**src/hdl/cop_mp_pkg.sv**
```systemverilog
package cop_mp_pkg;

    // Register file geometry
    localparam int CPR_COUNT  = 16;
    localparam int CPR_ADDR_W = 4;

    // Issue queue geometry
    localparam int ISSUE_DEPTH = 4;
    localparam int ISSUE_PTR_W = 2;

    // Bit 6 set means the amount is 64 or more, so the shift gives zero
    localparam int SHAMT_W = 7;

    typedef enum logic [3:0] {
        EQU  = 4'd0,
        LTU  = 4'd1,
        GTU  = 4'd2,
        ADD3 = 4'd3,
        ADD2 = 4'd4,
        SUB3 = 4'd5,
        SUB2 = 4'd6,
        SLLI = 4'd7,
        SLL  = 4'd8,
        SRLI = 4'd9,
        SRL  = 4'd10,
        ACC1 = 4'd12,
        MAC  = 4'd13
    } mp_subclass_e;   // 11, 14 and 15 are illegal

    // One decoded MP operation as held in the issue queue
    typedef struct packed {
        mp_subclass_e            subclass;
        logic [CPR_ADDR_W-2:0]   crd_pair;   // Writes 2k and 2k+1
        logic [CPR_ADDR_W-1:0]   crs1;
        logic [CPR_ADDR_W-1:0]   crs2;
        logic [CPR_ADDR_W-1:0]   crs3;
        logic [SHAMT_W-1:0]      shamt;      // Immediate shifts only
        logic                    chain_eq;   // CPU rs1 non-zero
    } mp_instr_t;

    // A single CPR write from the ALU
    typedef struct packed {
        logic [CPR_ADDR_W-1:0] addr;
        logic [31:0]           data;
    } cpr_wb_t;

endpackage

```
**src/hdl/cop_mp_issue_queue.sv**
```systemverilog
module cop_mp_issue_queue import cop_mp_pkg::*; (
    input  logic      g_clk,
    input  logic      g_resetn,
    input  logic      push,
    input  mp_instr_t push_item,
    input  logic      pop,
    output mp_instr_t head,
    output logic      not_empty,
    output logic      full
);

    mp_instr_t              mem [ISSUE_DEPTH];
    logic [ISSUE_PTR_W-1:0] wr_ptr;
    logic [ISSUE_PTR_W-1:0] rd_ptr;
    logic [ISSUE_PTR_W:0]   count;   // One extra bit to tell full from empty

    assign head      = mem[rd_ptr];
    assign not_empty = count != '0;
    assign full      = count == (ISSUE_PTR_W + 1)'(ISSUE_DEPTH);

    always_ff @(posedge g_clk) begin
        if (!g_resetn) begin
            wr_ptr <= '0;
            rd_ptr <= '0;
            count  <= '0;
        end else begin
            if (push) wr_ptr <= wr_ptr + 1'b1;
            if (pop)  rd_ptr <= rd_ptr + 1'b1;
            case ({push, pop})
                2'b10:   count <= count + 1'b1;
                2'b01:   count <= count - 1'b1;
                default: ;   // Both or neither leave the level alone
            endcase
        end
    end

    always_ff @(posedge g_clk) begin
        if (push) mem[wr_ptr] <= push_item;
    end

    // CPU side must watch queue_full before issuing
    a_no_push_full: assert property (
        @(posedge g_clk) disable iff (!g_resetn) push |-> !full
    ) else $error("issue queue push while full");

    // ALU only pops an entry it has been working on
    a_no_pop_empty: assert property (
        @(posedge g_clk) disable iff (!g_resetn) pop |-> not_empty
    ) else $error("issue queue pop while empty");

endmodule

```
**config.mk**
```make
export PLATFORM = sky130hd
export DESIGN_NAME = cop_mp_issue_queue
export DESIGN_NICKNAME = d
export VERILOG_FILES = /design/src/hdl/cop_mp_pkg.sv /design/src/hdl/cop_mp_issue_queue.sv
export SDC_FILE = /design/constraint.sdc
export NUM_CORES = 1
export LEC_CHECK = 0
export ABC_AREA = 1
export BUFFER_PORTS_ARGS = -buffer_cell sky130_fd_sc_hd__buf_2
export CAP_MARGIN = 5
export CORE_MARGIN = 2
export CORE_UTILIZATION = 30
export CTS_CLUSTER_DIAMETER = 60
export DETAILED_ROUTE_END_ITERATION = 7
export GPL_ROUTABILITY_DRIVEN = 0
export PLACE_DENSITY_LB_ADDON = 0.08
export SLEW_MARGIN = 40
export SYNTH_ARGS = -nofsm -noshare
export SYNTH_HDL_FRONTEND = slang
export SYNTH_SLANG_ARGS = --single-unit
export TNS_END_PERCENT = 30
```
**constraint.sdc**
```tcl
create_clock -name g_clk -period 4.6 [get_ports g_clk]
set_input_delay 0.92 -clock g_clk [delete_from_list [all_inputs] [get_ports g_clk]]
set_output_delay 0.92 -clock g_clk [all_outputs]
set_load 0.03 [all_outputs]
```
==> results.md <==
* Vias per cell at 4.635
* Fill cell count at 1393
* Via count at 2707
* Delay-heaviest family, CP: buffers and inverters
* DRT iter0 DRCs at 163
* Post-Synth XOR/XNOR Area at 0
* Total Routing Usage GR at 0.1240
* Simple-Gate Fraction of Synth Area at 0.06344
* Clock-pin slew on the worst setup and hold paths at 50 ps
* CTS Buf Count at 17
* First-pass GRT wire length at 14630 um
* Total congestion overflow at 0
* CTS tree: yes
* DP Worst Slack at 1872 ps
* Final Non-Filler Cells at 584
* Worst-margin pin slew at 775.3 ps
* Maximum vdd ir drop at 0.1863 mV
* ANT cells at 0
* Main combinational cell family by area after synthesis: compound AO/OA/AOI/OAI gates
* Status: finished, final reports clean
* Worst-Skew Late Latency at 410 ps
* Placement Cell Area at 4921 um2
* HP Class: flop to flop
* Hold Vio Cnt, Final at 0
* Final setup fails at 0
* Clk_skew at 4.255 ps
* Core ar. at 14590 um2
* IO buf count at 59
* Hold path depth at 1
* H-Tree Depth at 4
* DRT Wirelength at 9476 um
* Number of global-route vias before repair at 2680
* Drt pass-1 iters at 4
* Final instance area at 5465 um2
* Most frequent cells in the layout: 108 x edfxtp_1, 63 x nor2_1, 59 x buf_2, 37 x o21ai_0, 27 x o22ai_1
* Largest net degree at the start of global routing at 55
* RSZ-0062 raised after global routing: false
* Number of distinct library cells after synthesis at 19
* R2r setup slk at 2620 ps
* R2r endpoint: mem[2][14]
* CTS Root Cell: clkbuf_16
* Postcts setup bufs at 0
* Setup ws final at 1497 ps
* Fin crit period at 3103 ps
* Synth Area in Adders at 0.01836
* Register area at 3425 um2
* Reg2reg path depth at 5
* Commonest non-fill, non-tap cell in the layout: edfxtp_1
* CP cell instances: buf_4 > inv_8 > o21ai_0 > o22ai_1 > buf_2
* Largest fanout of any net on the critical path at 54
* Hold_ws at 448.8 ps
* Hold path startpoint: rd_ptr[1]
* MaxCap Viol Count at 0
* Final #Nets at 425
* Normalized max-slew margin at 0.4826
* Post-CTS sizing at 0
* Clk sinks at 117
* Worst endpoint required time at 3680 ps
* ANT nets after route at 0
* Synth-to-layout area growth at 21.54%
* Fmax at 0.3223 GHz
* Slew Limit Fails at 0
* Net Count, Synth at 357
* Die W at 126.4 um
* Die height at 126.4 um
* Inst Count DP at 553
* Crit path kind: flop to output port
* Crit end category: output port
* Ys Warns at 0
* Post-Synthesis Cells at 320
* Std cell rows at 44
* Worst path slowest cell: dfxtp_2
* Share of layout cells above drive strength 1 at 0.2350
* Reg2reg start: wr_ptr[0]
* Initial Utilization at 0.3082
* Crit share post-route at 0.6746
* Compound-Gate Fraction of Synth Area at 0.1088
* Multi-input gate area at 857.1 um2
* Pwr Density at 494.1 nW/um2
* Post-synthesis sequential area ratio at 0.7613
* Buf/Inv on CP at 3
* Hold buffers post-CTS at 0
* Final setup TNS at 0 ps
* Mux cell area share after synthesis at 0
* Worst Hold Path EP: rd_ptr[1]
* Mean post-synth cell area at 14.05 um2
* Post-DP HPWL at 5470 um
* Cell area after synthesis at 4497 um2
* Die Area at 15980 um2
* CTS max path bufs at 2
* Startpoint types: flop
* Seq cells post-synth at 117
* Initial antenna violation count at 0
* Lkg Pwr at 0.001983 uW
* Worst EP arrival at 2180 ps
* I/O pins at 60
* Critical path's largest stage delay at 650 ps
* DRC at 0
* Drt wl/cell at 16.23 um
[where the power goes]
part,internal [uW],total (uW),switching [uW]
sequential,1210,1240,21.0
combinational,73.2,264,191
clock,775,1200,426
total,2060,2700,638
[cells in the mapped netlist]
master | count | area share
edfxtp_1 | 108 | 0.72
fa_1 | 1 | 0.0045
inv_1 | 13 | 0.011
a21oi_1 | 4 | 0.0045
dfxtp_1 | 9 | 0.040
nand4_1 | 1 | 0.0014
clkbuf_4 | 1 | 0.0017
nand2_1 | 10 | 0.0083
buf_4 | 1 | 0.0017
nor3_1 | 1 | 0.0011
o21ai_0 | 37 | 0.041
buf_2 | 4 | 0.0045
o22ai_1 | 27 | 0.038
o21ai_1 | 23 | 0.026
nor2_1 | 63 | 0.053
clkinv_4 | 1 | 0.0019
buf_6 | 10 | 0.025
ha_1 | 5 | 0.014
inv_8 | 1 | 0.0025
[layer usage]
metal,vias up,track usage,wire length [um],part of all wire
met5,-,0,0,0
met4,0,0.06206,209,0.022
met3,13,0.03627,357,0.038
met2,51,0.2035,4649,0.49
met1,1324,0.1490,4260,0.45
li1,1319,-,-,-
[worst max-delay path by stage]
| stage | from | slack (ps) | end | cells after the start |
|---|---|---|---|---|
| after floorplan | flop | 2500 | head[10] | 4 |
| after global placement | flop | 1930 | head[21] | 5 |
| after detailed placement | flop | 1870 | head[16] | 5 |
| after CTS | flop | 1430 | head[16] | 5 |
| after global routing | flop | 1280 | head[16] | 5 |
| final | flop | 1500 | head[16] | 5 |
[registers in the layout (all words and copies together) (netlist names), named ones only]
register and count:
count 3, wr_ptr 2, rd_ptr 2, mem 108
[stage by stage]
stage	utilization	power, uW
after floorplan	-	1437
after global placement	0.3373	1525
after detailed placement	0.3373	1527
after CTS	0.3746	2738
after global routing	0.3746	2810
final	0.3746	2700
[cell type report]
| type | instances | share of cell area |
|---|---|---|
| sequential | 117 | 0.6266 |
| tap | 184 | 0.04212 |
| inverter | 15 | 0.01259 |
| timing repair buffer | 65 | 0.06227 |
| clock buffer | 17 | 0.07784 |
| clock inverter | 14 | 0.02175 |
| multi-input combinational | 172 | 0.1568 |
[cells by family (layout without fill, tap and decap cells)]
family                     count (synthesis)  in the layout
and+or+nand+nor                           75             75
DFF                                      117            117
adders and majority gates                  6              6
buffers and inverters                     31            111
AOI/OAI and AO/OA                         91             91
Power figures use the tool's default switching activity.
