===== src/hdl/cop_mp_pkg.sv =====
package cop_mp_pkg;

    // Register file geometry
    localparam int CPR_COUNT  = 16;
    localparam int CPR_ADDR_W = 4;

    // Issue queue geometry
    localparam int ISSUE_DEPTH = 4;
    localparam int ISSUE_PTR_W = 2;

    // Bit 6 set means the amount is 64 or more, so the shift gives zero
    localparam int SHAMT_W = 7;

    typedef enum logic [3:0] {
        EQU  = 4'd0,
        LTU  = 4'd1,
        GTU  = 4'd2,
        ADD3 = 4'd3,
        ADD2 = 4'd4,
        SUB3 = 4'd5,
        SUB2 = 4'd6,
        SLLI = 4'd7,
        SLL  = 4'd8,
        SRLI = 4'd9,
        SRL  = 4'd10,
        ACC1 = 4'd12,
        MAC  = 4'd13
    } mp_subclass_e;   // 11, 14 and 15 are illegal

    // One decoded MP operation as held in the issue queue
    typedef struct packed {
        mp_subclass_e            subclass;
        logic [CPR_ADDR_W-2:0]   crd_pair;   // Writes 2k and 2k+1
        logic [CPR_ADDR_W-1:0]   crs1;
        logic [CPR_ADDR_W-1:0]   crs2;
        logic [CPR_ADDR_W-1:0]   crs3;
        logic [SHAMT_W-1:0]      shamt;      // Immediate shifts only
        logic                    chain_eq;   // CPU rs1 non-zero
    } mp_instr_t;

    // A single CPR write from the ALU
    typedef struct packed {
        logic [CPR_ADDR_W-1:0] addr;
        logic [31:0]           data;
    } cpr_wb_t;

endpackage


===== src/hdl/cop_mp_decode.sv =====
module cop_mp_decode import cop_mp_pkg::*; (
    input  logic                  g_clk,
    input  logic                  g_resetn,
    input  logic                  instr_valid,
    input  logic [3:0]            instr_subclass,
    input  logic [CPR_ADDR_W-1:0] instr_crd,
    input  logic [CPR_ADDR_W-1:0] instr_crs1,
    input  logic [CPR_ADDR_W-1:0] instr_crs2,
    input  logic [CPR_ADDR_W-1:0] instr_crs3,
    input  logic [3:0]            instr_imm,
    input  logic [31:0]           gpr_rs1,
    output logic                  push,
    output mp_instr_t             push_item,
    output logic                  illegal
);

    mp_subclass_e sc;
    logic         legal;
    mp_instr_t    dec;

    assign sc = mp_subclass_e'(instr_subclass);

    // Subclass check
    always_comb begin
        case (sc)
            EQU, LTU, GTU,
            ADD3, ADD2, SUB3, SUB2,
            SLLI, SLL, SRLI, SRL,
            ACC1, MAC: legal = 1'b1;
            default:   legal = 1'b0;
        endcase
    end

    always_comb begin
        dec.subclass = sc;
        dec.crd_pair = instr_crd[CPR_ADDR_W-1:1];
        dec.crs1     = instr_crs1;
        dec.crs2     = instr_crs2;
        dec.crs3     = instr_crs3;
        dec.shamt    = '0;            // SLL/SRL take the amount from crs3
        dec.chain_eq = |gpr_rs1;
        case (sc)
            ACC1: begin
                // Accumulator is the destination pair itself
                dec.crs2 = {instr_crd[CPR_ADDR_W-1:1], 1'b1};
                dec.crs3 = {instr_crd[CPR_ADDR_W-1:1], 1'b0};
            end
            SLLI, SRLI: dec.shamt = {3'b000, instr_imm};
            default: ;
        endcase
    end

    always_ff @(posedge g_clk) begin
        if (!g_resetn) begin
            push    <= 1'b0;
            illegal <= 1'b0;
        end else begin
            push    <= instr_valid && legal;
            illegal <= instr_valid && !legal;   // Same slot as a push would be
        end
    end

    always_ff @(posedge g_clk) begin
        if (instr_valid) push_item <= dec;
    end

endmodule


===== config.mk =====
export PLATFORM = sky130hd
export DESIGN_NAME = cop_mp_decode
export DESIGN_NICKNAME = d
export VERILOG_FILES = /design/src/hdl/cop_mp_pkg.sv /design/src/hdl/cop_mp_decode.sv
export SDC_FILE = /design/constraint.sdc
export NUM_CORES = 1
export LEC_CHECK = 0
export ABC_CLOCK_PERIOD_IN_PS = 1400
export BUFFER_PORTS_ARGS = -buffer_cell sky130_fd_sc_hd__buf_2
export CELL_PAD_IN_SITES_DETAIL_PLACEMENT = 1
export CELL_PAD_IN_SITES_GLOBAL_PLACEMENT = 2
export CORE_MARGIN = 3
export CORE_UTILIZATION = 21
export CTS_BUF_LIST = sky130_fd_sc_hd__clkbuf_16
export CTS_CLUSTER_SIZE = 28
export DETAILED_ROUTE_END_ITERATION = 8
export GPL_TIMING_DRIVEN = 1
export PLACE_DENSITY = 0.83
export SYNTH_ARGS = -nofsm -noshare
export SYNTH_HDL_FRONTEND = slang
export SYNTH_SLANG_ARGS = --single-unit
export TNS_END_PERCENT = 100

===== constraint.sdc =====
create_clock -name g_clk -period 1.4 [get_ports g_clk]
set_input_delay 0.14 -clock g_clk [delete_from_list [all_inputs] [get_ports g_clk]]
set_output_delay 0.14 -clock g_clk [all_outputs]
set_load 0.02 [all_outputs]

==> results.tsv <==
stage	metric	value	unit
outcome	outcome	completed	
setup_path	Worst Path Class, Setup	input pin to register	
setup_path	CP cell instances	buf_2 -> nor4_1 -> nand4_1 -> or2_2	
timing	Final Setup Violations	0	
synth	Synth Area per Inst	14.2	sq um
routing	Iteration-0 DRC Markers	12	
timing	f_max	1.04	GHz
floorplanning	Initial Util	22.6	%
timing	Pins Over Slew Limit	0	
clock_network	clock-pin transition on the worst setup and hold timing paths	0.06	ns
routing	Remaining DRCs	0	
clock_network	Post-CTS Resized	0	
finish	layout cells sized above 1	56.7	%
placement	# port buffers	83	
routing	Routed Antenna Nets	0	
finish	fin nets	217	
setup_path	CP max stage delay	0.30	ns
timing	Slew headroom	63.3	%
finish	area grow syn2layout	54.3	%
power_and_ir_drop	Static Leakage	0.719	nW
clock_network	cts bufs inserted	3	
clock_network	CTS tree	yes	
finish	commonest non-fill, non-tap cells in the layout	83 x buf_2, 24 x edfxtp_1, 16 x nand2_1, 8 x nor4_1, 5 x and2_1	
synth	Distinct cells, synth	19	
power_and_ir_drop	Max VDD drop	0.379	mV
power_and_ir_drop	PwrDens	1150	nW/um^2
clock_network	hold buffers post-CTS	0	
floorplanning	die area	5760	sq um
timing	final hold vios	0	
placement	post-DP HPWL	2530	microns
global_routing	GRT Total Usage	9.63	%
placement	routability cong.	0.673	
setup_path	crit path DAT	0.96	ns
setup_path	Top delay family on crit path	simple AND/OR/NAND/NOR gates	
finish	most common cell after layout, fill and taps aside	buf_2	
global_routing	first-pass GRT wire length	4220	microns
finish	FILL cells	539	
setup_path	Crit-path slowest cell	nor4_1	
floorplanning	Core Rows	24	
synth	sequential area share after synthesis	74.1	%
setup_path	Worst Path Required	1.40	ns
setup_path	worst path bufs/invs	1	
clock_network	H-tree Lvls	1	
routing	WL/cell	13.2	microns
routing	Total Wirelength	2920	microns
floorplanning	Die Span X	75.9	microns
synth	synthesized area	1030	sq um
synth	flops & latches, synth	26	
timing	final worst-path cycle share	68.6	%
run	max-cap violations	0	
global_routing	vias in the first global route	983	
floorplanning	Die Ht	75.9	microns
global_routing	gr ovfl total	0	
finish	n_diodes	0	
routing	Pre-antenna DRT Iters	2	
setup_path	startpoint types	input pin	
timing	WHS	0.0596	ns
clock_network	postcts setup bufs	0	
synth	yosys warns	0	
clock_network	Root Buffer	clkbuf_16	
timing	Fin Setup TNS	0	ns
clock_network	clock sink count	26	
timing	worst-margin pin slew	0.551	ns
floorplanning	total core area	4530	sq um
setup_path	crit end category	register	
setup_path	crit-path max FO	1	
global_routing	largest net degree at the start of global routing	26	
hold_path	worst hold path type	input pin to register	
timing	RSZ-0062 raised after global routing	false	
clock_network	CTS Buffer Depth	2	
routing	via count	933	
routing	Via density	4.20	
synth	Synth Instances	72	
timing	Tmin final	0.960	ns
floorplanning	Top-Level Pins	88	
global_routing	antenna violations before repair	0	
## routing by layer
layer	GRT usage, %	up-vias	wire (microns)	share of wire, %
met5	0	-	0	0
met4	2.33	0	11	0.38
met3	2.51	2	365	12
met2	19.3	65	1500	51
met1	9.64	433	1050	36
li1	-	433	-	-
## worst paths after layout
path	start	endpoint	slack (ns)	cells after the start
max	gpr_rs1[1]	push_item[0]	0.44	4
min	instr_crs1[1]	push_item[17]	0.06	1
## cell type report
cell class / count / area [sq um] / share of cell area [%]
clock inverter: 1 / 3.75 / 0.237
tap: 65 / 81.3 / 5.14
timing repair buffer: 83 / 415 / 26.2
sequential: 26 / 761 / 48.1
multi-input combinational: 44 / 246 / 15.6
clock buffer: 3 / 75.1 / 4.74
## metrics by stage
step | std cells | area (sq um) | setup slack [ns] | utilization, % | total power [W]
after detailed placement | 218 | 1500 | 0.148 | 33.2 | 0.00122
after CTS | 222 | 1580 | 0.420 | 34.9 | 0.00184
final | 222 | 1580 | 0.440 | 34.9 | 0.00181
after global routing | 222 | 1580 | 0.373 | 34.9 | 0.00190
after global placement | 218 | 1500 | 0.168 | 33.2 | 0.00121
after floorplan | 74 | 1030 | 0.367 | - | 0.00106
## Yosys cell counts
cell type,number,area [sq um]
nand2b_1,1,6.26
nor4_1,8,50.1
conb_1,1,3.75
nor2b_1,1,6.26
and4bb_2,1,12.5
o211ai_1,1,7.51
clkbuf_1,1,3.75
nand2_1,16,60.1
nand4bb_1,1,11.3
nor2_1,1,3.75
or2_2,1,6.26
a21boi_2,1,11.3
dfxtp_1,2,40.0
edfxtp_1,24,721
buf_4,3,22.5
nand4_1,2,12.5
or3b_1,1,8.76
nand3b_1,1,7.51
and2_1,5,31.3
## flip-flops by register name, summed over array words and instances, names as in the netlist
register,flops
push_item,24
illegal,1
push,1
## power by group
part | total (W) | leakage, nW | internal (W) | switching [W]
sequential | 0.000927 | 0.250 | 0.000913 | 0.0000139
clock | 0.000616 | 0.0385 | 0.000381 | 0.000234
combinational | 0.000271 | 0.430 | 0.000110 | 0.000161
total | 0.00181 | 0.719 | 0.00140 | 0.000409
## logic make-up (layout without fill, tap and decap cells)
kind of cell	count (synthesis)	count (layout)	share of synthesized area, %
flip-flops	26	26	74.1
AND/OR/NAND/NOR	39	39	21.1
buffers and inverters	4	87	2.56
AO/OA/AOI/OAI	2	2	1.83
other	1	3	0.366
Note: power is estimated with default switching activity, not from simulation.
