$ cat config.mk
export PLATFORM = sky130hd
export DESIGN_NAME = cop_cpr
export DESIGN_NICKNAME = d
export VERILOG_FILES = /design/src/hdl/cop_mp_pkg.sv /design/src/hdl/cop_cpr.sv
export SDC_FILE = /design/constraint.sdc
export NUM_CORES = 1
export LEC_CHECK = 0
export BUFFER_PORTS_ARGS = -buffer_cell sky130_fd_sc_hd__buf_2
export CAP_MARGIN = 20
export CELL_PAD_IN_SITES_DETAIL_PLACEMENT = 0
export CELL_PAD_IN_SITES_GLOBAL_PLACEMENT = 1
export CORE_UTILIZATION = 40
export CTS_CLUSTER_SIZE = 12
export DETAILED_ROUTE_END_ITERATION = 6
export GPL_TIMING_DRIVEN = 0
export MAX_ROUTING_LAYER = met4
export PLACE_DENSITY_LB_ADDON = 0.1
export SETUP_SLACK_MARGIN = 0.02
export SLEW_MARGIN = 25
export SYNTH_ARGS = -nofsm -noshare
export SYNTH_HDL_FRONTEND = slang
export SYNTH_SLANG_ARGS = --single-unit
$ cat constraint.sdc
create_clock -name g_clk -period 4.1 [get_ports g_clk]
set_input_delay 0.82 -clock g_clk [delete_from_list [all_inputs] [get_ports g_clk]]
set_output_delay 0.82 -clock g_clk [all_outputs]
set_load 0.02 [all_outputs]
$ cat src/hdl/cop_mp_pkg.sv
package cop_mp_pkg;

    // Register file geometry
    localparam int CPR_COUNT  = 16;
    localparam int CPR_ADDR_W = 4;

    // Issue queue geometry
    localparam int ISSUE_DEPTH = 4;
    localparam int ISSUE_PTR_W = 2;

    // Bit 6 set means the amount is 64 or more, so the shift gives zero
    localparam int SHAMT_W = 7;

    typedef enum logic [3:0] {
        EQU  = 4'd0,
        LTU  = 4'd1,
        GTU  = 4'd2,
        ADD3 = 4'd3,
        ADD2 = 4'd4,
        SUB3 = 4'd5,
        SUB2 = 4'd6,
        SLLI = 4'd7,
        SLL  = 4'd8,
        SRLI = 4'd9,
        SRL  = 4'd10,
        ACC1 = 4'd12,
        MAC  = 4'd13
    } mp_subclass_e;   // 11, 14 and 15 are illegal

    // One decoded MP operation as held in the issue queue
    typedef struct packed {
        mp_subclass_e            subclass;
        logic [CPR_ADDR_W-2:0]   crd_pair;   // Writes 2k and 2k+1
        logic [CPR_ADDR_W-1:0]   crs1;
        logic [CPR_ADDR_W-1:0]   crs2;
        logic [CPR_ADDR_W-1:0]   crs3;
        logic [SHAMT_W-1:0]      shamt;      // Immediate shifts only
        logic                    chain_eq;   // CPU rs1 non-zero
    } mp_instr_t;

    // A single CPR write from the ALU
    typedef struct packed {
        logic [CPR_ADDR_W-1:0] addr;
        logic [31:0]           data;
    } cpr_wb_t;

endpackage

$ cat src/hdl/cop_cpr.sv
module cop_cpr import cop_mp_pkg::*; (
    input  logic                  g_clk,
    input  logic                  g_resetn,
    input  logic [CPR_ADDR_W-1:0] rd_addr1,
    input  logic [CPR_ADDR_W-1:0] rd_addr2,
    input  logic [CPR_ADDR_W-1:0] rd_addr3,
    input  logic                  wb_en,
    input  cpr_wb_t               wb,
    input  logic                  load_en,
    input  logic [CPR_ADDR_W-1:0] load_addr,
    input  logic [31:0]           load_data,
    output logic [31:0]           rd_data1,
    output logic [31:0]           rd_data2,
    output logic [31:0]           rd_data3
);

    logic [31:0] regs [CPR_COUNT];

    // Combinational reads
    assign rd_data1 = regs[rd_addr1];
    assign rd_data2 = regs[rd_addr2];
    assign rd_data3 = regs[rd_addr3];

    always_ff @(posedge g_clk) begin
        if (!g_resetn) begin
            for (int i = 0; i < CPR_COUNT; i++) begin
                regs[i] <= '0;
            end
        end else begin
            if (load_en) regs[load_addr] <= load_data;
            // Later assignment, so the ALU wins a same-address clash
            if (wb_en) regs[wb.addr] <= wb.data;
        end
    end

endmodule

==> results.json, run 1 <==
{
  "drt_wl_total_um": 148000,
  "drt_pre_antenna_iters": 7,
  "leakage_nw": 12.8,
  "synth.area.mux_share_pct": 26.3,
  "powerDensity_mw_per_mm2": 392,
  "synth_compound_area_share_pct": 19.3,
  "crit_type": "input port to output port",
  "grtUsageTotal_pct": 36.4,
  "hold_ws_ps": 713,
  "cp_cell_sequence": "buf_2, buf_1, mux4_2, a22oi_1, nand2_1, buf_2",
  "grt_max_degree": 33,
  "dpl.cell_count": 3355,
  "cpPeakStageDelay_ps": 890,
  "synth_top_family_by_area": "multiplexers",
  "seq_area_frac_synth_pct": 46.7,
  "synth.distinct_cells": 32,
  "rows": 104,
  "clkTransAtPathRegs_ps": 60,
  "synth-xor-area-share_pct": 0,
  "finalSetupViolations": 0,
  "rsz0062_at_grt": "false",
  "root_buffer": "clkbuf_16",
  "drcViolationCount": 0,
  "placed_area_mm2": 0.0359,
  "synthSimpleGateAreaFrac_pct": 2.37,
  "crit_path_top_delay_cell": "buf_1",
  "antenna_found_initial": 11,
  "intPower_mw": 10.7,
  "syn_avg_cell_area_um2": 15.3,
  "cts_hold_buf": 0,
  "die_area_mm2": 0.0835,
  "routedWlPerCell_um": 42.5,
  "synthesis.nets": 2236,
  "core_area_mm2": 0.0811,
  "grt_overflow": 0,
  "crit_required_ps": 3280,
  "final_area_mm2": 0.0380,
  "initial_core_util_pct": 40.6,
  "grt_pass1_wl_um": 200000,
  "critPathTopFamily": "buffers and inverters",
  "fin_crit_sh_pct": 98.9,
  "peakVddDrop_v": 0.000294,
  "top_regs": "regs: 512 flops",
  "clockBufferDepth": 3,
  "final_core_util_pct": 46.9,
  "drive_above_1_share_pct": 32.6,
  "grt_pass1_vias": 25463,
  "final_cells": 3489,
  "synth_cells": 2148,
  "syn_to_final_growth_pct": 15.5,
  "relSlewSlack_pct": 19.3,
  "crit_top_cell": "buf_2",
  "crit_path_max_fanout": 11,
  "drv_cap": 0,
  "combPwrFrac_pct": 18.5,
  "io_pins": 184,
  "status": "finished clean",
  "setup_slack_ps": 46.1,
  "fin_crit_ps": 4050,
  "place_ws_ps": 187,
  "setup_tns_ps": 0,
  "final_cell_mix": "a22o_1 (512), edfxtp_1 (512), mux4_2 (384)",
  "synth_seq_cells": 512,
  "final_nets": 2451,
  "p_total_mw": 14.9,
  "final-hold-violation-count": 0,
  "postCtsSetupBuffers": 0,
  "avgViaCountPerCell": 7.29,
  "p_sw_mw": 4.26,
  "dp_hpwl_um": 101000,
  "regMostFlops": "regs",
  "numCtsBuffers": 66,
  "place_congestion": 0.934,
  "report.final.slew_viol_count": 0,
  "post_cts_resized": 0,
  "start_kind": "input port",
  "endpoint_kind": "output port",
  "antenna_left": 0,
  "sw_frac_of_total_pct": 28.6,
  "power_frac_seq_pct": 42.6,
  "die_h_um": 289,
  "arrival_ps": 3230,
  "synthAdderAreaFrac_pct": 0,
  "syn-cell-area_mm2": 0.0329,
  "vias": 25449,
  "pwr-share-clk_pct": 38.9,
  "cts_tree": "yes",
  "dr.first_iter.drc_count": 3237,
  "clkSinkCount": 512,
  "worst-slew-pin-transition_ps": 1210,
  "cp.buffers_inverters": 3,
  "hold_path.class": "input port to flip-flop",
  "maxClockFrequency_mhz": 247,
  "largest_reg_flops": 512,
  "numPortBuffers": 112,
  "die_w_um": 289,
  "htreeDepth": 3,
  "ys_warn_count": 0
}
## worst paths after layout
kind | from | to | slack (ps) | cells past startpoint
worst max-delay path | rd_addr1[1] | rd_data1[27] | 50 | 6
worst min-delay path | load_data[19] | regs[0][19]$_DFFE_PP_ | 710 | 2
## routing by layer
metal / global-route usage, % / vias to the layer above / routed length (um)
met5: - / - / 0
met2: 55.7 / 1940 / 69000
li1: - / 9813 / -
met1: 43.2 / 13276 / 53400
met3: 13.1 / 420 / 18900
met4: 15.9 / 0 / 6870
## cell type report
type | instances | area [um^2]
antenna | 18 | 45.0
buffer | 365 | 1810
clock buffer | 85 | 1810
clock inverter | 31 | 269
fill | 7082 | 43000
multi-input combinational | 1271 | 16000
sequential | 512 | 15400
tap | 1060 | 1330
timing repair buffer | 147 | 1420
## cells in the mapped netlist, drive strengths merged
master / instances / share of area (%)
and4: 1 / 0.027
nor3: 4 / 0.12
nor2b: 6 / 0.11
nand4: 2 / 0.10
o221ai: 12 / 0.32
nand4b: 4 / 0.24
mux4: 384 / 26
a22o: 512 / 14
and4b: 2 / 0.068
a22oi: 192 / 4.4
nand4bb: 2 / 0.068
nor2: 16 / 0.19
edfxtp: 512 / 47
o21ai: 4 / 0.061
buf: 182 / 3.3
and2b: 2 / 0.046
nand2: 98 / 1.1
clkbuf: 183 / 2.1
or2: 5 / 0.095
and2: 4 / 0.076
and4bb: 1 / 0.038
nand2b: 4 / 0.076
a211oi: 16 / 0.90
## cell families (layout without fill, tap and decap cells)
| family | count (synthesis) | after routing |
|---|---|---|
| buf+inv | 365 | 628 |
| compound gates | 736 | 736 |
| flops | 512 | 512 |
| mux | 384 | 384 |
| other cells | 0 | 18 |
| simple gates | 151 | 151 |
## power by group through the flow
| stage | logic (mW) | clock network [mW] | registers (mW) |
|---|---|---|---|
| finish | 2.76 | 5.79 | 6.36 |
| global route | 2.83 | 5.97 | 6.40 |
| CTS | 2.71 | 5.78 | 6.35 |
| detailed placement | 2.70 | 0 | 6.45 |
| global placement | 2.54 | 0 | 6.45 |
| floorplan | 1.67 | 0 | 6.38 |
No activity file was read; power rests on OpenSTA's default activity.
==> run 2: changes to the inputs <==
Settings changed: BUFFER_PORTS_ARGS -buffer_cell sky130_fd_sc_hd__buf_2 to not set, DONT_BUFFER_PORTS set to 1, REMOVE_ABC_BUFFERS set to 1.
==> results.json, run 2 (synthesis gave the netlist of run 1 again) <==
{
  "root_buffer": "clkbuf_16",
  "initial_core_util_pct": 40.6,
  "drive_above_1_share_pct": 33.8,
  "hold_path.class": "input port to flip-flop",
  "fill_cells": 6819,
  "report.final.slew_viol_count": 0,
  "numCtsBuffers": 59,
  "final_core_util_pct": 46.4,
  "maxClockFrequency_mhz": 328,
  "final-hold-violation-count": 0,
  "relSlewSlack_pct": 37.0,
  "sw_frac_of_total_pct": 26.4,
  "syn_to_final_growth_pct": 14.2,
  "final_nets": 2092,
  "postCtsSetupBuffers": 0,
  "leakage_nw": 12.4,
  "clockBufferDepth": 3,
  "cp.buffers_inverters": 0,
  "antenna_found_initial": 1,
  "clkSinkCount": 512,
  "die_w_um": 289,
  "top_layer": "met4",
  "rows": 104,
  "crit_required_ps": 3280,
  "routedWlPerCell_um": 43.1,
  "p_total_mw": 13.4,
  "top_regs": "regs: 512 flops",
  "grt_pass1_wl_um": 185000,
  "fin_crit_ps": 3050,
  "finalSetupViolations": 0,
  "drt_pre_antenna_iters": 5,
  "worst-slew-pin-transition_ps": 939,
  "crit_path_max_fanout": 128,
  "cp_cell_sequence": "mux4_2, a22oi_1, nand2_1",
  "arrival_ps": 2230,
  "powerDensity_mw_per_mm2": 356,
  "io_pins": 184,
  "drcViolationCount": 0,
  "endpoint_kind": "output port",
  "wl_met1_um": 51900,
  "fin_crit_sh_pct": 74.4,
  "antenna_left": 0,
  "critPathTopFamily": "multiplexers",
  "grt_pass1_vias": 23747,
  "grtUsageTotal_pct": 32.9,
  "crit_path_top_delay_cell": "mux4_2",
  "crit_type": "input port to output port",
  "drv_cap": 0,
  "place_congestion": 0.767,
  "dp_hpwl_um": 89400,
  "core_area_mm2": 0.0811,
  "start_kind": "input port",
  "cpPeakStageDelay_ps": 550,
  "wl_met3_um": 16000,
  "grt_overflow": 0,
  "cts_hold_buf": 0,
  "largest_reg_flops": 512,
  "grt_max_degree": 129,
  "dr_wl_met2_um": 60800,
  "regMostFlops": "regs",
  "power_frac_seq_pct": 47.4,
  "post_cts_resized": 0,
  "combPwrFrac_pct": 15.6,
  "numPortBuffers": 0,
  "die_h_um": 289,
  "die_area_mm2": 0.0835,
  "cts_tree": "yes",
  "hold_ws_ps": 370,
  "intPower_mw": 9.87,
  "peakVddDrop_v": 0.000263,
  "p_sw_mw": 3.53,
  "clkTransAtPathRegs_ps": 60,
  "n_antenna_cell": 0,
  "rsz0062_at_grt": "false",
  "dr.first_iter.drc_count": 3353,
  "drt_wl_total_um": 134000,
  "htreeDepth": 2,
  "vias": 23638,
  "avgViaCountPerCell": 7.61,
  "pwr-share-clk_pct": 37.0,
  "status": "finished clean",
  "final_cell_mix": "a22o_1 (512), edfxtp_1 (512), mux4_2 (384)"
}
-- run 2: per-stage QoR --
step | setup WS (ps) | TNS (ps) | instance area, um^2 | cells
2_1_floorplan | 433 | 0 | 31200 | 1783
3_3_place_gp | -3050 | -1921910 | 32500 | 2843
3_5_place_dp | 702 | 0 | 35900 | 3003
4_1_cts | 1080 | 0 | 37600 | 3108
5_1_grt | 994 | 0 | 37600 | 3108
6_report | 1050 | 0 | 37600 | 3108
-- run 2: power by group through the flow --
| stage | Clock (mW) | Combinational [mW] | Sequential, mW |
|---|---|---|---|
| 2_1_floorplan | 0 | 1.35 | 6.38 |
| 3_3_place_gp | 0 | 1.83 | 6.44 |
| 3_5_place_dp | 0 | 2.07 | 6.45 |
| 4_1_cts | 5.00 | 2.08 | 6.34 |
| 5_1_grt | 5.19 | 2.15 | 6.39 |
| 6_report | 4.96 | 2.10 | 6.35 |
-- run 2: final timing paths --
kind           from                    end  cells past startpoint
min   load_data[27]  regs[6][27]$_DFFE_PP_                      1
max     rd_addr1[0]            rd_data1[7]                      3
-- run 2: layout make-up --
class,count,area (um^2),area share [%]
Clock buffer,74,1550,4.13
Clock inverter,31,186,0.496
Multi-Input combinational cell,1271,16200,43.1
Sequential cell,512,15400,40.9
Timing Repair Buffer,160,2960,7.87
Tap cell,1060,1330,3.53
-- run 2: per-layer routing --
layer,up-vias,track usage [%]
li1,9042,-
met1,12546,44.1
met2,1705,48.9
met3,345,8.04
met4,0,11.4
met5,-,-
